--- src/plic_pkg.sv ---
package plic_pkg;

	// ############################################################
	// Bus widths and source IDs
	// ############################################################

	localparam int ADDRESS_WIDTH = 24;
	localparam int DATA_WIDTH = 32;
	localparam int SOURCE_ID_WIDTH = 3;

	// Upper bound on the source count.
	// ID 0 is reserved for "nothing pending".
	localparam int MAX_SOURCES = (1 << SOURCE_ID_WIDTH) - 1;

	// CPU byte address.
	typedef logic [ADDRESS_WIDTH-1:0] address_t;

	// CPU data word.
	typedef logic [DATA_WIDTH-1:0] data_t;

	// Interrupt source ID, 0 means none.
	typedef logic [SOURCE_ID_WIDTH-1:0] source_id_t;

	// ############################################################
	// Register map
	// ############################################################

	// Enable bits for context 0.
	localparam address_t ENABLE_ADDRESS = 24'h002000;

	// Claim on read, complete on write.
	localparam address_t CLAIM_ADDRESS = 24'h200004;

	// Decoded CPU request, valid in the request cycle only.
	typedef struct packed {
		logic claim;
		logic complete;
		logic enable_write;
		data_t enable_value;
	} plic_cmd_t;

endpackage
--- src/plic_top.sv ---
`timescale 1ns/1ps

module plic_top #(
	parameter int NUM_SOURCES = 4
) (
	input logic i_clock,
	input logic i_reset,

	// Interrupt sources and global enable.
	input logic [NUM_SOURCES-1:0] i_sources,
	input logic i_interrupt_enable,

	// CPU strobe interface.
	input logic i_request,
	input logic i_rw,
	input plic_pkg::address_t i_address,
	input plic_pkg::data_t i_wdata,
	output plic_pkg::data_t o_rdata,
	output logic o_ready,

	// Notification toward the CPU.
	output logic o_interrupt
);

	// ############################################################
	// Internal wiring
	// ############################################################

	logic [NUM_SOURCES-1:0] source_level;
	plic_pkg::plic_cmd_t cmd;
	plic_pkg::source_id_t claim_id;
	logic any_pending;

	// Sync stage.
	plic_gateway #(
		.NUM_SOURCES(NUM_SOURCES)
	) plic_gateway_inst (
		.i_clock(i_clock),
		.i_reset(i_reset),
		.i_sources(i_sources),
		.o_source_level(source_level)
	);

	// Enable, pending and claim.
	plic_core #(
		.NUM_SOURCES(NUM_SOURCES)
	) plic_core_inst (
		.i_clock(i_clock),
		.i_reset(i_reset),
		.i_source_level(source_level),
		.i_interrupt_enable(i_interrupt_enable),
		.i_cmd(cmd),
		.o_claim_id(claim_id),
		.o_any_pending(any_pending)
	);

	// CPU side, beside the core.
	plic_bus_port plic_bus_port_inst (
		.i_clock(i_clock),
		.i_reset(i_reset),
		.i_request(i_request),
		.i_rw(i_rw),
		.i_address(i_address),
		.i_wdata(i_wdata),
		.i_claim_id(claim_id),
		.o_cmd(cmd),
		.o_rdata(o_rdata),
		.o_ready(o_ready)
	);

	// Pulse generation.
	plic_notify plic_notify_inst (
		.i_clock(i_clock),
		.i_reset(i_reset),
		.i_interrupt_enable(i_interrupt_enable),
		.i_any_pending(any_pending),
		.i_cmd(cmd),
		.o_interrupt(o_interrupt)
	);

endmodule

--- src/plic_notify.sv ---
`timescale 1ns/1ps

module plic_notify (
	input logic i_clock,
	input logic i_reset,

	input logic i_interrupt_enable,
	input logic i_any_pending,

	// Only the complete bit is used here.
	input plic_pkg::plic_cmd_t i_cmd,

	// One-cycle pulse toward the CPU.
	output logic o_interrupt
);

	// Set once a pulse went out, until the CPU completes.
	logic issued;

	// Conditions for a new pulse on the next edge.
	logic fire;

	assign fire = i_interrupt_enable && i_any_pending && !issued;

	always_ff @(posedge i_clock) begin
		if (i_reset) begin
			o_interrupt <= 1'b0;
			issued <= 1'b0;
		end
		else begin
			o_interrupt <= fire;

			// fire already implies issued is clear.
			if (fire) begin
				issued <= 1'b1;
			end
			else if (i_cmd.complete) begin
				issued <= 1'b0;
			end
		end
	end

	// Notification is a pulse, never a level.
	assert property (@(posedge i_clock) disable iff (i_reset)
		o_interrupt |=> !o_interrupt)
	else
		$error("plic_notify: o_interrupt high for two cycles");

endmodule

--- src/plic_bus_port.sv ---
`timescale 1ns/1ps

module plic_bus_port (
	input logic i_clock,
	input logic i_reset,

	// CPU strobe interface.
	input logic i_request,
	input logic i_rw,
	input plic_pkg::address_t i_address,
	input plic_pkg::data_t i_wdata,

	// Current lowest pending ID from the core.
	input plic_pkg::source_id_t i_claim_id,

	output plic_pkg::plic_cmd_t o_cmd,
	output plic_pkg::data_t o_rdata,
	output logic o_ready
);

	plic_pkg::plic_cmd_t cmd;

	// ############################################################
	// Request decode
	// ############################################################

	// rw high is a write.
	always_comb begin
		cmd.claim = i_request && !i_rw && (i_address == plic_pkg::CLAIM_ADDRESS);
		cmd.complete = i_request && i_rw && (i_address == plic_pkg::CLAIM_ADDRESS);
		cmd.enable_write = i_request && i_rw && (i_address == plic_pkg::ENABLE_ADDRESS);
		cmd.enable_value = i_wdata;
	end

	assign o_cmd = cmd;

	// ############################################################
	// Response
	// ############################################################

	// Any other read returns zero.
	always_ff @(posedge i_clock) begin
		if (i_reset) begin
			o_ready <= 1'b0;
			o_rdata <= '0;
		end
		else begin
			o_ready <= i_request;
			o_rdata <= cmd.claim ? plic_pkg::data_t'(i_claim_id) : '0;
		end
	end

	// Every request gets exactly one ready, one cycle later.
	assert property (@(posedge i_clock) disable iff (i_reset)
		1'b1 |=> (o_ready == $past(i_request)))
	else
		$error("plic_bus_port: o_ready does not follow i_request");

endmodule

--- src/plic_core.sv ---
`timescale 1ns/1ps

module plic_core #(
	parameter int NUM_SOURCES = 4
) (
	input logic i_clock,
	input logic i_reset,

	// Synchronized source levels, bit n-1 is source n.
	input logic [NUM_SOURCES-1:0] i_source_level,
	input logic i_interrupt_enable,

	// Decoded command from the bus port.
	input plic_pkg::plic_cmd_t i_cmd,

	// Lowest pending ID, 0 when idle.
	output plic_pkg::source_id_t o_claim_id,
	output logic o_any_pending
);

	// ############################################################
	// State
	// ############################################################

	logic [NUM_SOURCES-1:0] enable;
	logic [NUM_SOURCES-1:0] pending;

	// Sources that become pending on the next edge.
	logic [NUM_SOURCES-1:0] set_mask;

	// One-hot of the lowest pending bit.
	logic [NUM_SOURCES-1:0] lowest_mask;

	// Bit removed by a claim on the next edge.
	logic [NUM_SOURCES-1:0] clear_mask;

	plic_pkg::source_id_t claim_id;

	// ############################################################
	// Claim selection
	// ############################################################

	// Walk down so the lowest set bit is the last one written.
	always_comb begin
		claim_id = '0;
		lowest_mask = '0;
		for (int i = NUM_SOURCES - 1; i >= 0; i--) begin
			if (pending[i]) begin
				claim_id = plic_pkg::source_id_t'(i + 1);
				lowest_mask = '0;
				lowest_mask[i] = 1'b1;
			end
		end
	end

	// Level sources gated by enable and the global enable.
	assign set_mask = i_interrupt_enable ? (i_source_level & enable) : '0;

	assign clear_mask = i_cmd.claim ? lowest_mask : '0;

	// ############################################################
	// Registers
	// ############################################################

	always_ff @(posedge i_clock) begin
		if (i_reset) begin
			enable <= '0;
			pending <= '0;
		end
		else begin
			// Bit 0 of the write data is reserved.
			if (i_cmd.enable_write) begin
				enable <= i_cmd.enable_value[NUM_SOURCES:1];
			end

			// Claim clear wins over a set on the same bit.
			pending <= (pending | set_mask) & ~clear_mask;
		end
	end

	assign o_claim_id = claim_id;
	assign o_any_pending = |pending;

	// A claim ID beyond the source count would name a missing source.
	assert property (@(posedge i_clock) disable iff (i_reset)
		32'(o_claim_id) <= NUM_SOURCES)
	else
		$error("plic_core: claim ID %0d above NUM_SOURCES", o_claim_id);

endmodule

--- src/plic_gateway.sv ---
`timescale 1ns/1ps

module plic_gateway #(
	parameter int NUM_SOURCES = 4
) (
	input logic i_clock,
	input logic i_reset,

	// Raw asynchronous source levels.
	input logic [NUM_SOURCES-1:0] i_sources,

	// Levels in the clock domain, two flops later.
	output logic [NUM_SOURCES-1:0] o_source_level
);

	// First stage, may go metastable.
	logic [NUM_SOURCES-1:0] sync_meta;

	// Second stage settles before it is used.
	logic [NUM_SOURCES-1:0] sync_level;

	always_ff @(posedge i_clock) begin
		if (i_reset) begin
			sync_meta <= '0;
			sync_level <= '0;
		end
		else begin
			sync_meta <= i_sources;
			sync_level <= sync_meta;
		end
	end

	assign o_source_level = sync_level;

	// Source count must fit the 3-bit ID space, with ID 0 left free.
	assert property (@(posedge i_clock)
		(NUM_SOURCES >= 1) && (NUM_SOURCES <= plic_pkg::MAX_SOURCES))
	else
		$error("plic_gateway: NUM_SOURCES %0d out of range", NUM_SOURCES);

endmodule

--- config.mk ---
export PLATFORM = sky130hd
export DESIGN_NAME = plic_top
export DESIGN_NICKNAME = d
export VERILOG_FILES = /design/src/plic_pkg.sv /design/src/plic_top.sv /design/src/plic_notify.sv /design/src/plic_bus_port.sv /design/src/plic_core.sv /design/src/plic_gateway.sv
export SDC_FILE = /design/constraint.sdc
export NUM_CORES = 1
export LEC_CHECK = 0
export BUFFER_PORTS_ARGS = -buffer_cell sky130_fd_sc_hd__buf_2
export CORE_MARGIN = 3
export CORE_UTILIZATION = 40
export DETAILED_ROUTE_END_ITERATION = 6
export PLACE_DENSITY = 0.8
export SLEW_MARGIN = 20
export SYNTH_ARGS = -nofsm -noshare
export SYNTH_HDL_FRONTEND = slang
export SYNTH_SLANG_ARGS = --single-unit
--- constraint.sdc ---
create_clock -name i_clock -period 3.6 [get_ports i_clock]
set_input_delay 0.72 -clock i_clock [delete_from_list [all_inputs] [get_ports i_clock]]
set_output_delay 0.72 -clock i_clock [all_outputs]
set_load 0.005 [all_outputs]
# --- Word level (Yosys, flattened, before mapping) ---
# Cells that the tools add are included.
# Widths: inputs -> output; s select.
op_classes:
  n_eq_ne: 2
  n_mux: 12
  n_bitwise: 5
  n_reduce_logical: 14
ops:
  columns: ["operator", "count"]
  rows:
  - ["$eq 24x14->1 const B", 1]
  - ["$eq 24x22->1 const B", 1]
  - ["$mux 4", 6]
  - ["$mux 3", 4]
  - ["$and 4x4->4", 2]
  - ["$logic_and 1x1->1", 7]
  - ["$reduce_or 5->1", 1]
  - ["$not 4->4", 1]
  - ["$or 4x4->4", 1]
  - ["$reduce_or 4->1", 1]
  - ["$reduce_or 3->1", 1]
  - ["$logic_not 1->1", 2]
  - ["$mux 1", 2]
  - ["$reduce_bool 2->1", 1]
  - ["$reduce_or 2->1", 1]
  - ["$not 1->1", 1]
totals:
  regBits: 51
  inputBits: 65
  out_inout_bits: 34
  elab_cells: 44

# --- Longest topological paths before layout ---
# Gate-level depths: netlist (run 1).
depth:
  depth_word: 7
  mapped_depth: 4

# --- By module ---
# A second synthesis (run 1) with hierarchy kept.
hier_totals:
  cells_unflattened: 148
  area_unflattened_um2: 1340.0
by_module_without_submodules:
  columns: ["mod", "instances", "cells_per_inst", "area_each_um2", "seq_area_each_um2"]
  rows:
  - ["plic_bus_port", 1, 88, 718.2, 80.1]
  - ["plic_core", 1, 38, 346.6, 160.2]
  - ["plic_gateway", 1, 16, 210.2, 160.2]
  - ["plic_notify", 1, 6, 65.1, 40.0]

# --- Worst setup path after synthesis (run 1) ---
# Ideal clock, no wire load.
synth_path:
  path_kind: "input to register"
  startpoint: "in i_address[18]"
  endpoint: "reg plic_core_inst.pending[3]"
  setup_time_ps: 115
  t_arrival_ps: 1973
  required_time_ps: 3485
  setup_slack_ps: 1513
  stages: 4
  path_buffers: 0
  cell_sequence: "nor4_1 > nand2_2 > or4_4 > o21a_1"
synth_between:
  elab_chain_len: 5
synth_lines:
  columns: ["element", "line", "text"]
  rows:
  - ["start: declaration", "plic_top.sv:16", "input plic_pkg::address_t i_address,"]
  - ["$eq 24x22->1", "plic_bus_port.sv:29", "cmd.claim = i_request && !i_rw && (i_address == plic_pkg::CLAIM_ADDRESS);"]
  - ["$logic_and 1x1->1", "plic_bus_port.sv:29", null]
  - ["$mux 4", "plic_core.sv:59", "assign clear_mask = i_cmd.claim ? lowest_mask : '0;"]
  - ["$not 4->4", "plic_core.sv:77", "pending <= (pending | set_mask) & ~clear_mask;"]
  - ["$and 4x4->4", "plic_core.sv:77", null]
  - ["end signal: assignment", "plic_core.sv:77", null]
  - ["end: declaration", "plic_core.sv:26", "logic [NUM_SOURCES-1:0] pending;"]
# Every way passes these cells.
# A chain may end at the register's enable or synchronous reset.

# --- Worst setup path after layout (run 1) ---
# Same ends and word-level chain as after synthesis.

==> results of run 1 <==
registers in the layout, summed over array words and instances (netlist names):
name,cells
plic_core_inst.enable,4
plic_notify_inst.o_interrupt,1
plic_gateway_inst.sync_meta,4
plic_core_inst.pending,4
plic_notify_inst.issued,1
plic_gateway_inst.o_source_level,4
plic_bus_port_inst.o_ready,1
plic_bus_port_inst.o_rdata,3
metal layers:
metal	global-route usage [%]	part of all wire (%)
met1	10.9	30
met2	22.5	56
met3	4.58	13
met4	4.85	1.4
met5	0	0
power by group through the flow:
stage               logic [mW]  registers, mW  clock network [mW]
finish                  0.0458          0.249               0.185
global route            0.0518          0.250               0.201
CTS                     0.0454          0.249               0.188
detailed placement      0.0453          0.255                   0
global placement        0.0436          0.255                   0
floorplan               0.0421          0.254                   0
cell usage after synthesis (2+ instances only):
cell / count
a21oi_1: 7
a31oi_1: 4
and3_1: 2
buf_4: 29
dfxtp_1: 22
inv_1: 3
nand3_1: 5
nand3b_1: 2
nor2_1: 6
nor2b_1: 9
nor3_2: 2
nor4_1: 3
nor4_4: 3
o21ai_0: 4
placed cells by master (no fill, tap or decap), types with 2 or more instances in the layout:
master	n
buf_2	41
nor2_1	6
nor3_2	2
conb_1	29
nor2b_1	9
and3_1	2
a21oi_1	7
nand3_1	5
nor4_4	3
nor4_1	3
clkbuf_4	3
inv_1	3
dfxtp_1	22
o21ai_0	4
nand3b_1	2
a31oi_1	4
logic make-up (layout without fill, tap and decap cells):
group	count (synthesis)	after routing	synth area share (%)
other	1	29	0.329
buffers and inverters	34	48	20.9
AO/OA/AOI/OAI	19	19	9.88
AND/OR/NAND/NOR	42	42	30.3
flip-flops	22	22	38.6
worst reg2reg max path: cells and delay by family, from the launching register on:
| kind | cells | cell delay, ns |
|---|---|---|
| AND/OR/NAND/NOR | 2 | 0.30 |
| AO/OA/AOI/OAI | 2 | 0.22 |
| flip-flops | 1 | 0.38 |
worst max path at each step:
stage | from | to | slack (ns)
floorplan | i_address[18] | plic_core_inst.pending[3] | 1.51
global placement | i_address[18] | plic_core_inst.pending[3] | 1.34
detailed placement | i_address[18] | plic_core_inst.pending[3] | 1.25
CTS | i_address[18] | plic_core_inst.pending[3] | 1.60
global route | i_address[18] | plic_core_inst.pending[3] | 1.53
finish | i_address[18] | plic_core_inst.pending[3] | 1.59
layout make-up:
type | count | area (um2) | share of cell area (%)
inverters | 3 | 11.3 | 0.857
multi-input cells | 90 | 567 | 43.1
clock inverters | 1 | 30.0 | 2.29
well taps | 30 | 37.5 | 2.86
clock buffers | 3 | 22.5 | 1.71
repair buffers | 41 | 205 | 15.6
flip-flops and latches | 22 | 440 | 33.5
through the flow:
step,util (%),std cells
3_3_place_gp,48.7,186
5_1_grt,50.7,190
4_1_cts,50.7,190
3_5_place_dp,48.7,186
6_report,50.7,190
2_1_floorplan,-,146
==> impl_metrics.ini, run 1 <==
[floorplan]
ios = 99
initial_utilization_pct = 44.0
rows = 18
die_x_um = 59.4
die_h_um = 59.4
die_area_um2 = 3530
core-area_um2 = 2590

[route]
drt_first_pass_iters = 4
wl_per_cell_um = 10.6
drc = 0
routed_via_density = 4.76
wl_um = 2020
vias = 904
drt_iter0_drc = 12
ant_nets = 0

[setup_path]
cp-start-kind = primary input
crit_type = primary input to register
r2r_end = plic_notify_inst.issued
crit_family = simple AND/OR/NAND/NOR gates
critical_path_required_ns = 3.82
cp.depth = 5
crit_chain = buf_2, nor4_1, nand2_2, or4_4, o21a_1
crit_buf_inv = 1
worst-r2r-setup-slack_ns = 2.57
r2r_cells = 4
cpMaxStageDelayCell = or4_4
worstSetupEndpointType = register
cp_slowest_stage_delay_ns = 0.56
critical_path.max_fanout = 4
cp.arrival_ns = 2.23
r2r_start = plic_core_inst.pending[0]

[clock_tree]
cts_tree = yes
insertion_delay_ns = 0.31
postCtsSetupRepairBufs = 0
holdBufCountCts = 0
cts_buffer_depth = 2
root_buffer = clkbuf_4
path_clk_slew_ns = 0.11
cts-resized-gates = 0
clock_sinks = 22
cts_buffers = 3
htreeDepth = 1

[worst_hold_path]
min_path_cells = 1
hold_class = register to register
hold_path_end = plic_gateway_inst.o_source_level[2]
worstHoldStart = plic_gateway_inst.sync_meta[2]

[grt]
grt_pass1_vias = 786
grt_pass1_wl_um = 3100
antenna_found_initial = 0
gr-total-overflow = 0
grt_max_degree = 23
grt_use_total_pct = 11.8

[sta]
tightest_slew_ns = 0.521
fmax_mhz = 498
hold_viol_final = 0
relSlewSlack_pct = 64.9
whs_ns = 0.446
clock_skew_ns = 0.00162
min_period_ns = 2.01
finalSetupTns_ns = 0
slew_viol_final = 0
rsz0062_at_grt = no
timing.final.crit_share_pct = 55.8
setup_slack_ns = 1.59
final-setup-viol-count = 0

[place]
dpl_cell_area_um2 = 1260
gp_congestion = 0.829
pre_cts_ws_ns = 1.25
port_buffers = 41
hpwl_um = 1710

[synthesis]
ys_seq_area_share_pct = 38.6
synth_cell_types = 31
async_reset_ff_share_pct = 0
syn_area_um2 = 1140
yosysTopAreaCellShare_pct = 38.6
ys.flop_type = dfxtp_1
ys_ff_latch = 22
yosysTopAreaCell = dfxtp_1
synth_edf_count = 0
avgSynthCellArea_um2 = 9.66
yosys-top-cells-area = dfxtp_1 (39%), buf_4 (19%), nor4_4 (5.6%)
synthCells = 118
synth_warnings = 0

[power_and_ir_drop]
p_switching_mw = 0.0992
power_frac_comb_pct = 9.5
power_density_nw_per_um2 = 366
p_leak_nw = 0.580
intPower_mw = 0.381
pwr-share-seq_pct = 51.9
p_sw_share_pct = 20.7
p_clk_share_pct = 38.6
power_mw = 0.480
max-vdd-ir-drop_uv = 393

[final_layout]
design_area_um2 = 1310
antenna_cells = 0
syn2layout_area_growth_pct = 15.3
drive_gt1_share_pct = 35.6
n_fill_cell = 257
nets = 226

[job]
drv_cap = 0

[outcome]
status = finished, final reports clean
Note: power is estimated with default switching activity, not from simulation.
==> run 2, diff against run 1 <==
--- a/config.mk
+++ b/config.mk
@@ -7,9 +7,9 @@
 export LEC_CHECK = 0
 export BUFFER_PORTS_ARGS = -buffer_cell sky130_fd_sc_hd__buf_2
 export CORE_MARGIN = 3
-export CORE_UTILIZATION = 40
+export CORE_UTILIZATION = 34
 export DETAILED_ROUTE_END_ITERATION = 6
-export PLACE_DENSITY = 0.8
+export PLACE_DENSITY = 0.72
 export SLEW_MARGIN = 20
 export SYNTH_ARGS = -nofsm -noshare
 export SYNTH_HDL_FRONTEND = slang
==> constraint.sdc (replaced) <==
create_clock -name i_clock -period 1.65 [get_ports i_clock]
set_input_delay 0.33 -clock i_clock [delete_from_list [all_inputs] [get_ports i_clock]]
set_output_delay 0.33 -clock i_clock [all_outputs]
set_load 0.005 [all_outputs]
==> run 2 against run 1 <==
Effect of this change: critical path depth is the same; count of clock-buffer cells in the layout is the same; die area grew 16%; clock skew grew 0.0012 ns; cell area grew 3.5%; final cell count grew 8.9%; power grew 120%; combinational power grew 120%; sequential power grew 120%; wire length shrank 1.7%; utilization shrank 7.2 points; hold slack lost 0.22 ns.
==> impl_metrics.ini, run 2 (same netlist as run 1, synthesis figures left out) <==
[outcome]
status = finished, final reports clean

[place]
gp_congestion = 0.722
hpwl_um = 1670
port_buffers = 41

[final_layout]
fin_util_pct = 43.5
layout_commonest_cell = buf_2
n_fill_cell = 324
syn2layout_area_growth_pct = 19.3
drive_gt1_share_pct = 37.4
final_cell_mix = buf_2 (41), conb_1 (29), dfxtp_1 (22)
nets = 229
antenna_cells = 0

[setup_path]
worstSetupEndpointType = register
r2r_cells = 3
cp.arrival_ns = 1.71
worst-r2r-setup-slack_ns = 0.65
critical_path_required_ns = 1.86
cp_slowest_stage_delay_ns = 0.58
cp-start-kind = primary input
r2r_start = plic_core_inst.pending[2]
cpMaxStageDelayCell = or4_4
crit_type = primary input to register
r2r_end = plic_core_inst.pending[2]
crit_chain = buf_2, nor4_4, nand4_4, or4_4, o21a_1
critical_path.max_fanout = 4

[sta]
rsz0062_at_grt = no
whs_ns = 0.226
slew_viol_final = 0
final-setup-viol-count = 0
fmax_mhz = 667
hold_viol_final = 0
clock_skew_ns = 0.00283
timing.final.crit_share_pct = 90.9
min_period_ns = 1.50

[route]
routed_via_density = 4.23
drt_iter0_drc = 16
drc = 0
wl_per_cell_um = 9.59
vias = 876
wl_um = 1990
ant_nets = 0
drt_first_pass_iters = 4

[grt]
grt_use_total_pct = 10.1
antenna_found_initial = 0
grt_max_degree = 23
grt_pass1_vias = 824
gr-total-overflow = 0
grt_pass1_wl_um = 3310

[floorplan]
ios = 99
initial_utilization_pct = 36.4
rows = 20
die_area_um2 = 4080
core-area_um2 = 3130
die_h_um = 63.9
die_x_um = 63.9

[worst_hold_path]
hold_path_end = plic_gateway_inst.sync_meta[2]
min_path_cells = 2
worstHoldStart = i_sources[2]
hold_class = primary input to register

[power_and_ir_drop]
power_density_nw_per_um2 = 769
p_leak_nw = 0.594
max-vdd-ir-drop_uv = 558

[clock_tree]
root_buffer = clkbuf_4
postCtsSetupRepairBufs = 0
cts-resized-gates = 0
path_clk_slew_ns = 0.12
cts_buffers = 3
cts_buffer_depth = 2
clock_sinks = 22
insertion_delay_ns = 0.30
cts_tree = yes
htreeDepth = 1
holdBufCountCts = 0

[job]
drv_cap = 0
run 2: changes by cell type in the layout (fill, tap and decap cells not counted), sizes merged:
cell | before | now
buf | 41 | 44
run 2: layer usage:
layer,wire length (um),vias to the layer above,global-route usage (%)
met3,244,2,4.39
met5,0,-,0
met4,11,0,1.62
li1,-,448,-
met2,989,50,18.6
met1,739,376,10.6
run 2: power by group:
part | internal [mW] | switching, mW
sequential | 0.541 | 0.00221
combinational | 0.0455 | 0.0565
clock | 0.245 | 0.155
total | 0.832 | 0.214
run 2: worst max path at each step:
stage                             start                             to  cells past startpoint
after floorplan            i_address[1]      plic_core_inst.pending[3]                      4
after detailed placement  i_address[10]      plic_core_inst.pending[3]                      5
after global placement     i_address[1]      plic_core_inst.pending[3]                      5
after CTS                 i_address[10]      plic_core_inst.pending[3]                      5
after global routing       i_address[4]  plic_bus_port_inst.o_rdata[1]                      5
final                     i_address[10]      plic_core_inst.pending[3]                      5
run 2: stage by stage:
step | total power [mW] | std cells | area [um2] | worst slack [ns] | TNS (ns)
3_3_place_gp | 0.654 | 203 | 1310 | -0.172 | -0.735
5_1_grt | 1.09 | 207 | 1360 | 0.0928 | 0
2_1_floorplan | 0.647 | 146 | 1250 | -0.0378 | -0.0525
4_1_cts | 1.05 | 207 | 1360 | 0.144 | 0
6_report | 1.05 | 207 | 1360 | 0.150 | 0
3_5_place_dp | 0.657 | 203 | 1310 | -0.184 | -0.835
run 2: layout make-up:
cell class | instances | area, um2 | area share, %
multi-input cells | 90 | 573 | 42.1
flip-flops and latches | 22 | 440 | 32.4
repair buffers | 44 | 228 | 16.7
well taps | 44 | 55.1 | 4.05
clock inverters | 1 | 30.0 | 2.21
clock buffers | 3 | 22.5 | 1.66
inverters | 3 | 11.3 | 0.828
run 2: worst max-delay path: cells and delay by family:
kind / cells / cell delay, ns
AND/OR/NAND/NOR: 3 / 1.06
AO/OA/AOI/OAI: 1 / 0.20
buffers and inverters: 1 / 0.11
==> run 3, diff against run 2 <==
--- a/config.mk
+++ b/config.mk
@@ -6,8 +6,10 @@
 export NUM_CORES = 1
 export LEC_CHECK = 0
 export BUFFER_PORTS_ARGS = -buffer_cell sky130_fd_sc_hd__buf_2
+export CELL_PAD_IN_SITES_DETAIL_PLACEMENT = 0
+export CELL_PAD_IN_SITES_GLOBAL_PLACEMENT = 1
 export CORE_MARGIN = 3
-export CORE_UTILIZATION = 34
+export CORE_UTILIZATION = 23
 export DETAILED_ROUTE_END_ITERATION = 6
 export PLACE_DENSITY = 0.72
 export SLEW_MARGIN = 20
==> run 3 against run 2 <==
Effect of this change: fmax decreased by 3.3%; hold slack better by 0.050 ns; first-iteration DRC count grew to 3.0 times the previous value; clock power up 22%; sequential cell count unchanged; power rose by 8.3%; critical path depth unchanged; non-clock buffer count up 1; register-to-register slack got worse by 0.02 ns; sequential power is essentially flat; clock skew increased by 0.00081 ns; setup slack worse by 0.052 ns; critical path type unchanged.
==> impl_metrics.ini, run 3 (same netlist as run 1, synthesis figures left out) <==
[outcome]
status = finished, final reports clean

[final_layout]
design_area_um2 = 1410
antenna_cells = 0
fin_util_pct = 30.9
final_cell_mix = buf_2 (41), conb_1 (29), dfxtp_1 (22)
drive_gt1_share_pct = 37.8
nets = 230
layout_commonest_cell = buf_2
syn2layout_area_growth_pct = 23.9

[sta]
timing.final.crit_share_pct = 94.1
fmax_mhz = 644
clock_skew_ns = 0.00364
finalSetupTns_ns = 0
min_period_ns = 1.55
hold_viol_final = 0
slew_viol_final = 0
setup_slack_ns = 0.0977
rsz0062_at_grt = no
final-setup-viol-count = 0

[setup_path]
crit_chain = buf_2, nor4b_4, nand4_4, or4_4, o21a_1
cp-startpoint = i_address[1]
cp-start-kind = primary input
worst-r2r-setup-slack_ns = 0.63
worstSetupEndpointType = register
cp_slowest_stage_delay_ns = 0.59
critical_path_required_ns = 1.81
cp.arrival_ns = 1.71
crit_family = simple AND/OR/NAND/NOR gates
cpMaxStageDelayCell = or4_4
crit_buf_inv = 1
r2r_end = plic_core_inst.pending[3]
crit_type = primary input to register
critical_path.max_fanout = 4
r2r_start = plic_core_inst.pending[0]
r2r_cells = 3

[route]
drc = 0
ant_nets = 0
routed_via_density = 3.83
wl_per_cell_um = 9.60
vias = 877
drt_first_pass_iters = 6
wl_um = 2200
drt_iter0_drc = 48

[power_and_ir_drop]
power_density_nw_per_um2 = 802
p_leak_nw = 0.607
max-vdd-ir-drop_uv = 378

[floorplan]
ios = 99
rows = 24
core-area_um2 = 4560
die_h_um = 76.4
die_area_um2 = 5840
die_x_um = 76.4
initial_utilization_pct = 25.0

[clock_tree]
cts_tree = yes
postCtsSetupRepairBufs = 0
clock_sinks = 22
root_buffer = clkbuf_8
path_clk_slew_ns = 0.08
htreeDepth = 1
holdBufCountCts = 0
cts-resized-gates = 0
cts_buffer_depth = 2
cts_buffers = 3
insertion_delay_ns = 0.26

[grt]
grt_pass1_vias = 776
gr-total-overflow = 0
grt_use_total_pct = 6.98
grt_pass1_wl_um = 3370
grt_max_degree = 23
antenna_found_initial = 0

[place]
gp_congestion = 0.776
pre_cts_ws_ns = -0.198
port_buffers = 41
dpl_cell_area_um2 = 1340
hpwl_um = 1830

[job]
drv_cap = 0

[worst_hold_path]
hold_class = primary input to register
min_path_cells = 2
worstHoldStart = i_sources[2]
hold_path_end = plic_gateway_inst.sync_meta[2]
-- run 3: cell count changes in the layout (fill, tap and decap cells not counted), sizes merged --
cell,before,now
buf,44,45
-- run 3: worst register-to-register path, delay by kind of cell (launching register included) --
| kind | cells | cell delay (ns) |
|---|---|---|
| compound gates | 1 | 0.19 |
| flops | 1 | 0.37 |
| simple gates | 2 | 0.37 |
-- run 3: worst max path at each step --
| stage | endpoint | slack, ns | cells past startpoint |
|---|---|---|---|
| 2_1_floorplan | plic_core_inst.pending[3] | -0.04 | 4 |
| 3_3_place_gp | plic_core_inst.pending[3] | -0.20 | 5 |
| 3_5_place_dp | plic_core_inst.pending[3] | -0.20 | 5 |
| 4_1_cts | plic_core_inst.pending[3] | 0.08 | 5 |
| 5_1_grt | plic_core_inst.pending[3] | 0.04 | 5 |
| 6_report | plic_core_inst.pending[3] | 0.1 | 5 |
-- run 3: cell type report --
cell class / instances / area, um2
Multi-Input combinational cell: 90 / 573
Clock buffer: 3 / 41.3
Fill cell: 499 / 3150
Sequential cell: 22 / 440
Timing Repair Buffer: 45 / 235
Tap cell: 65 / 81.3
Clock inverter: 1 / 30.0
Inverter: 3 / 11.3
-- run 3: report_power, final --
group	switching (mW)	leakage, nW	internal (mW)
Combinational	0.0569	0.392	0.0455
Clock	0.164	0.0357	0.324
Sequential	0.00206	0.179	0.541
Total	0.223	0.607	0.910
-- run 3: layer usage --
metal	global-route usage, %	part of all wire [%]	vias to the layer above
li1	-	-	451
met1	8.24	40	383
met2	11.5	48	41
met3	3.55	11	2
met4	1.09	0.55	0
met5	0	0	-
-- run 3: per-stage QoR --
step	instances	hold WS [ns]	power (mW)
floorplan	146	0.414	0.647
global placement	225	0.421	0.656
detailed placement	225	0.426	0.657
CTS	229	0.271	1.15
global route	229	0.270	1.18
finish	229	0.276	1.13
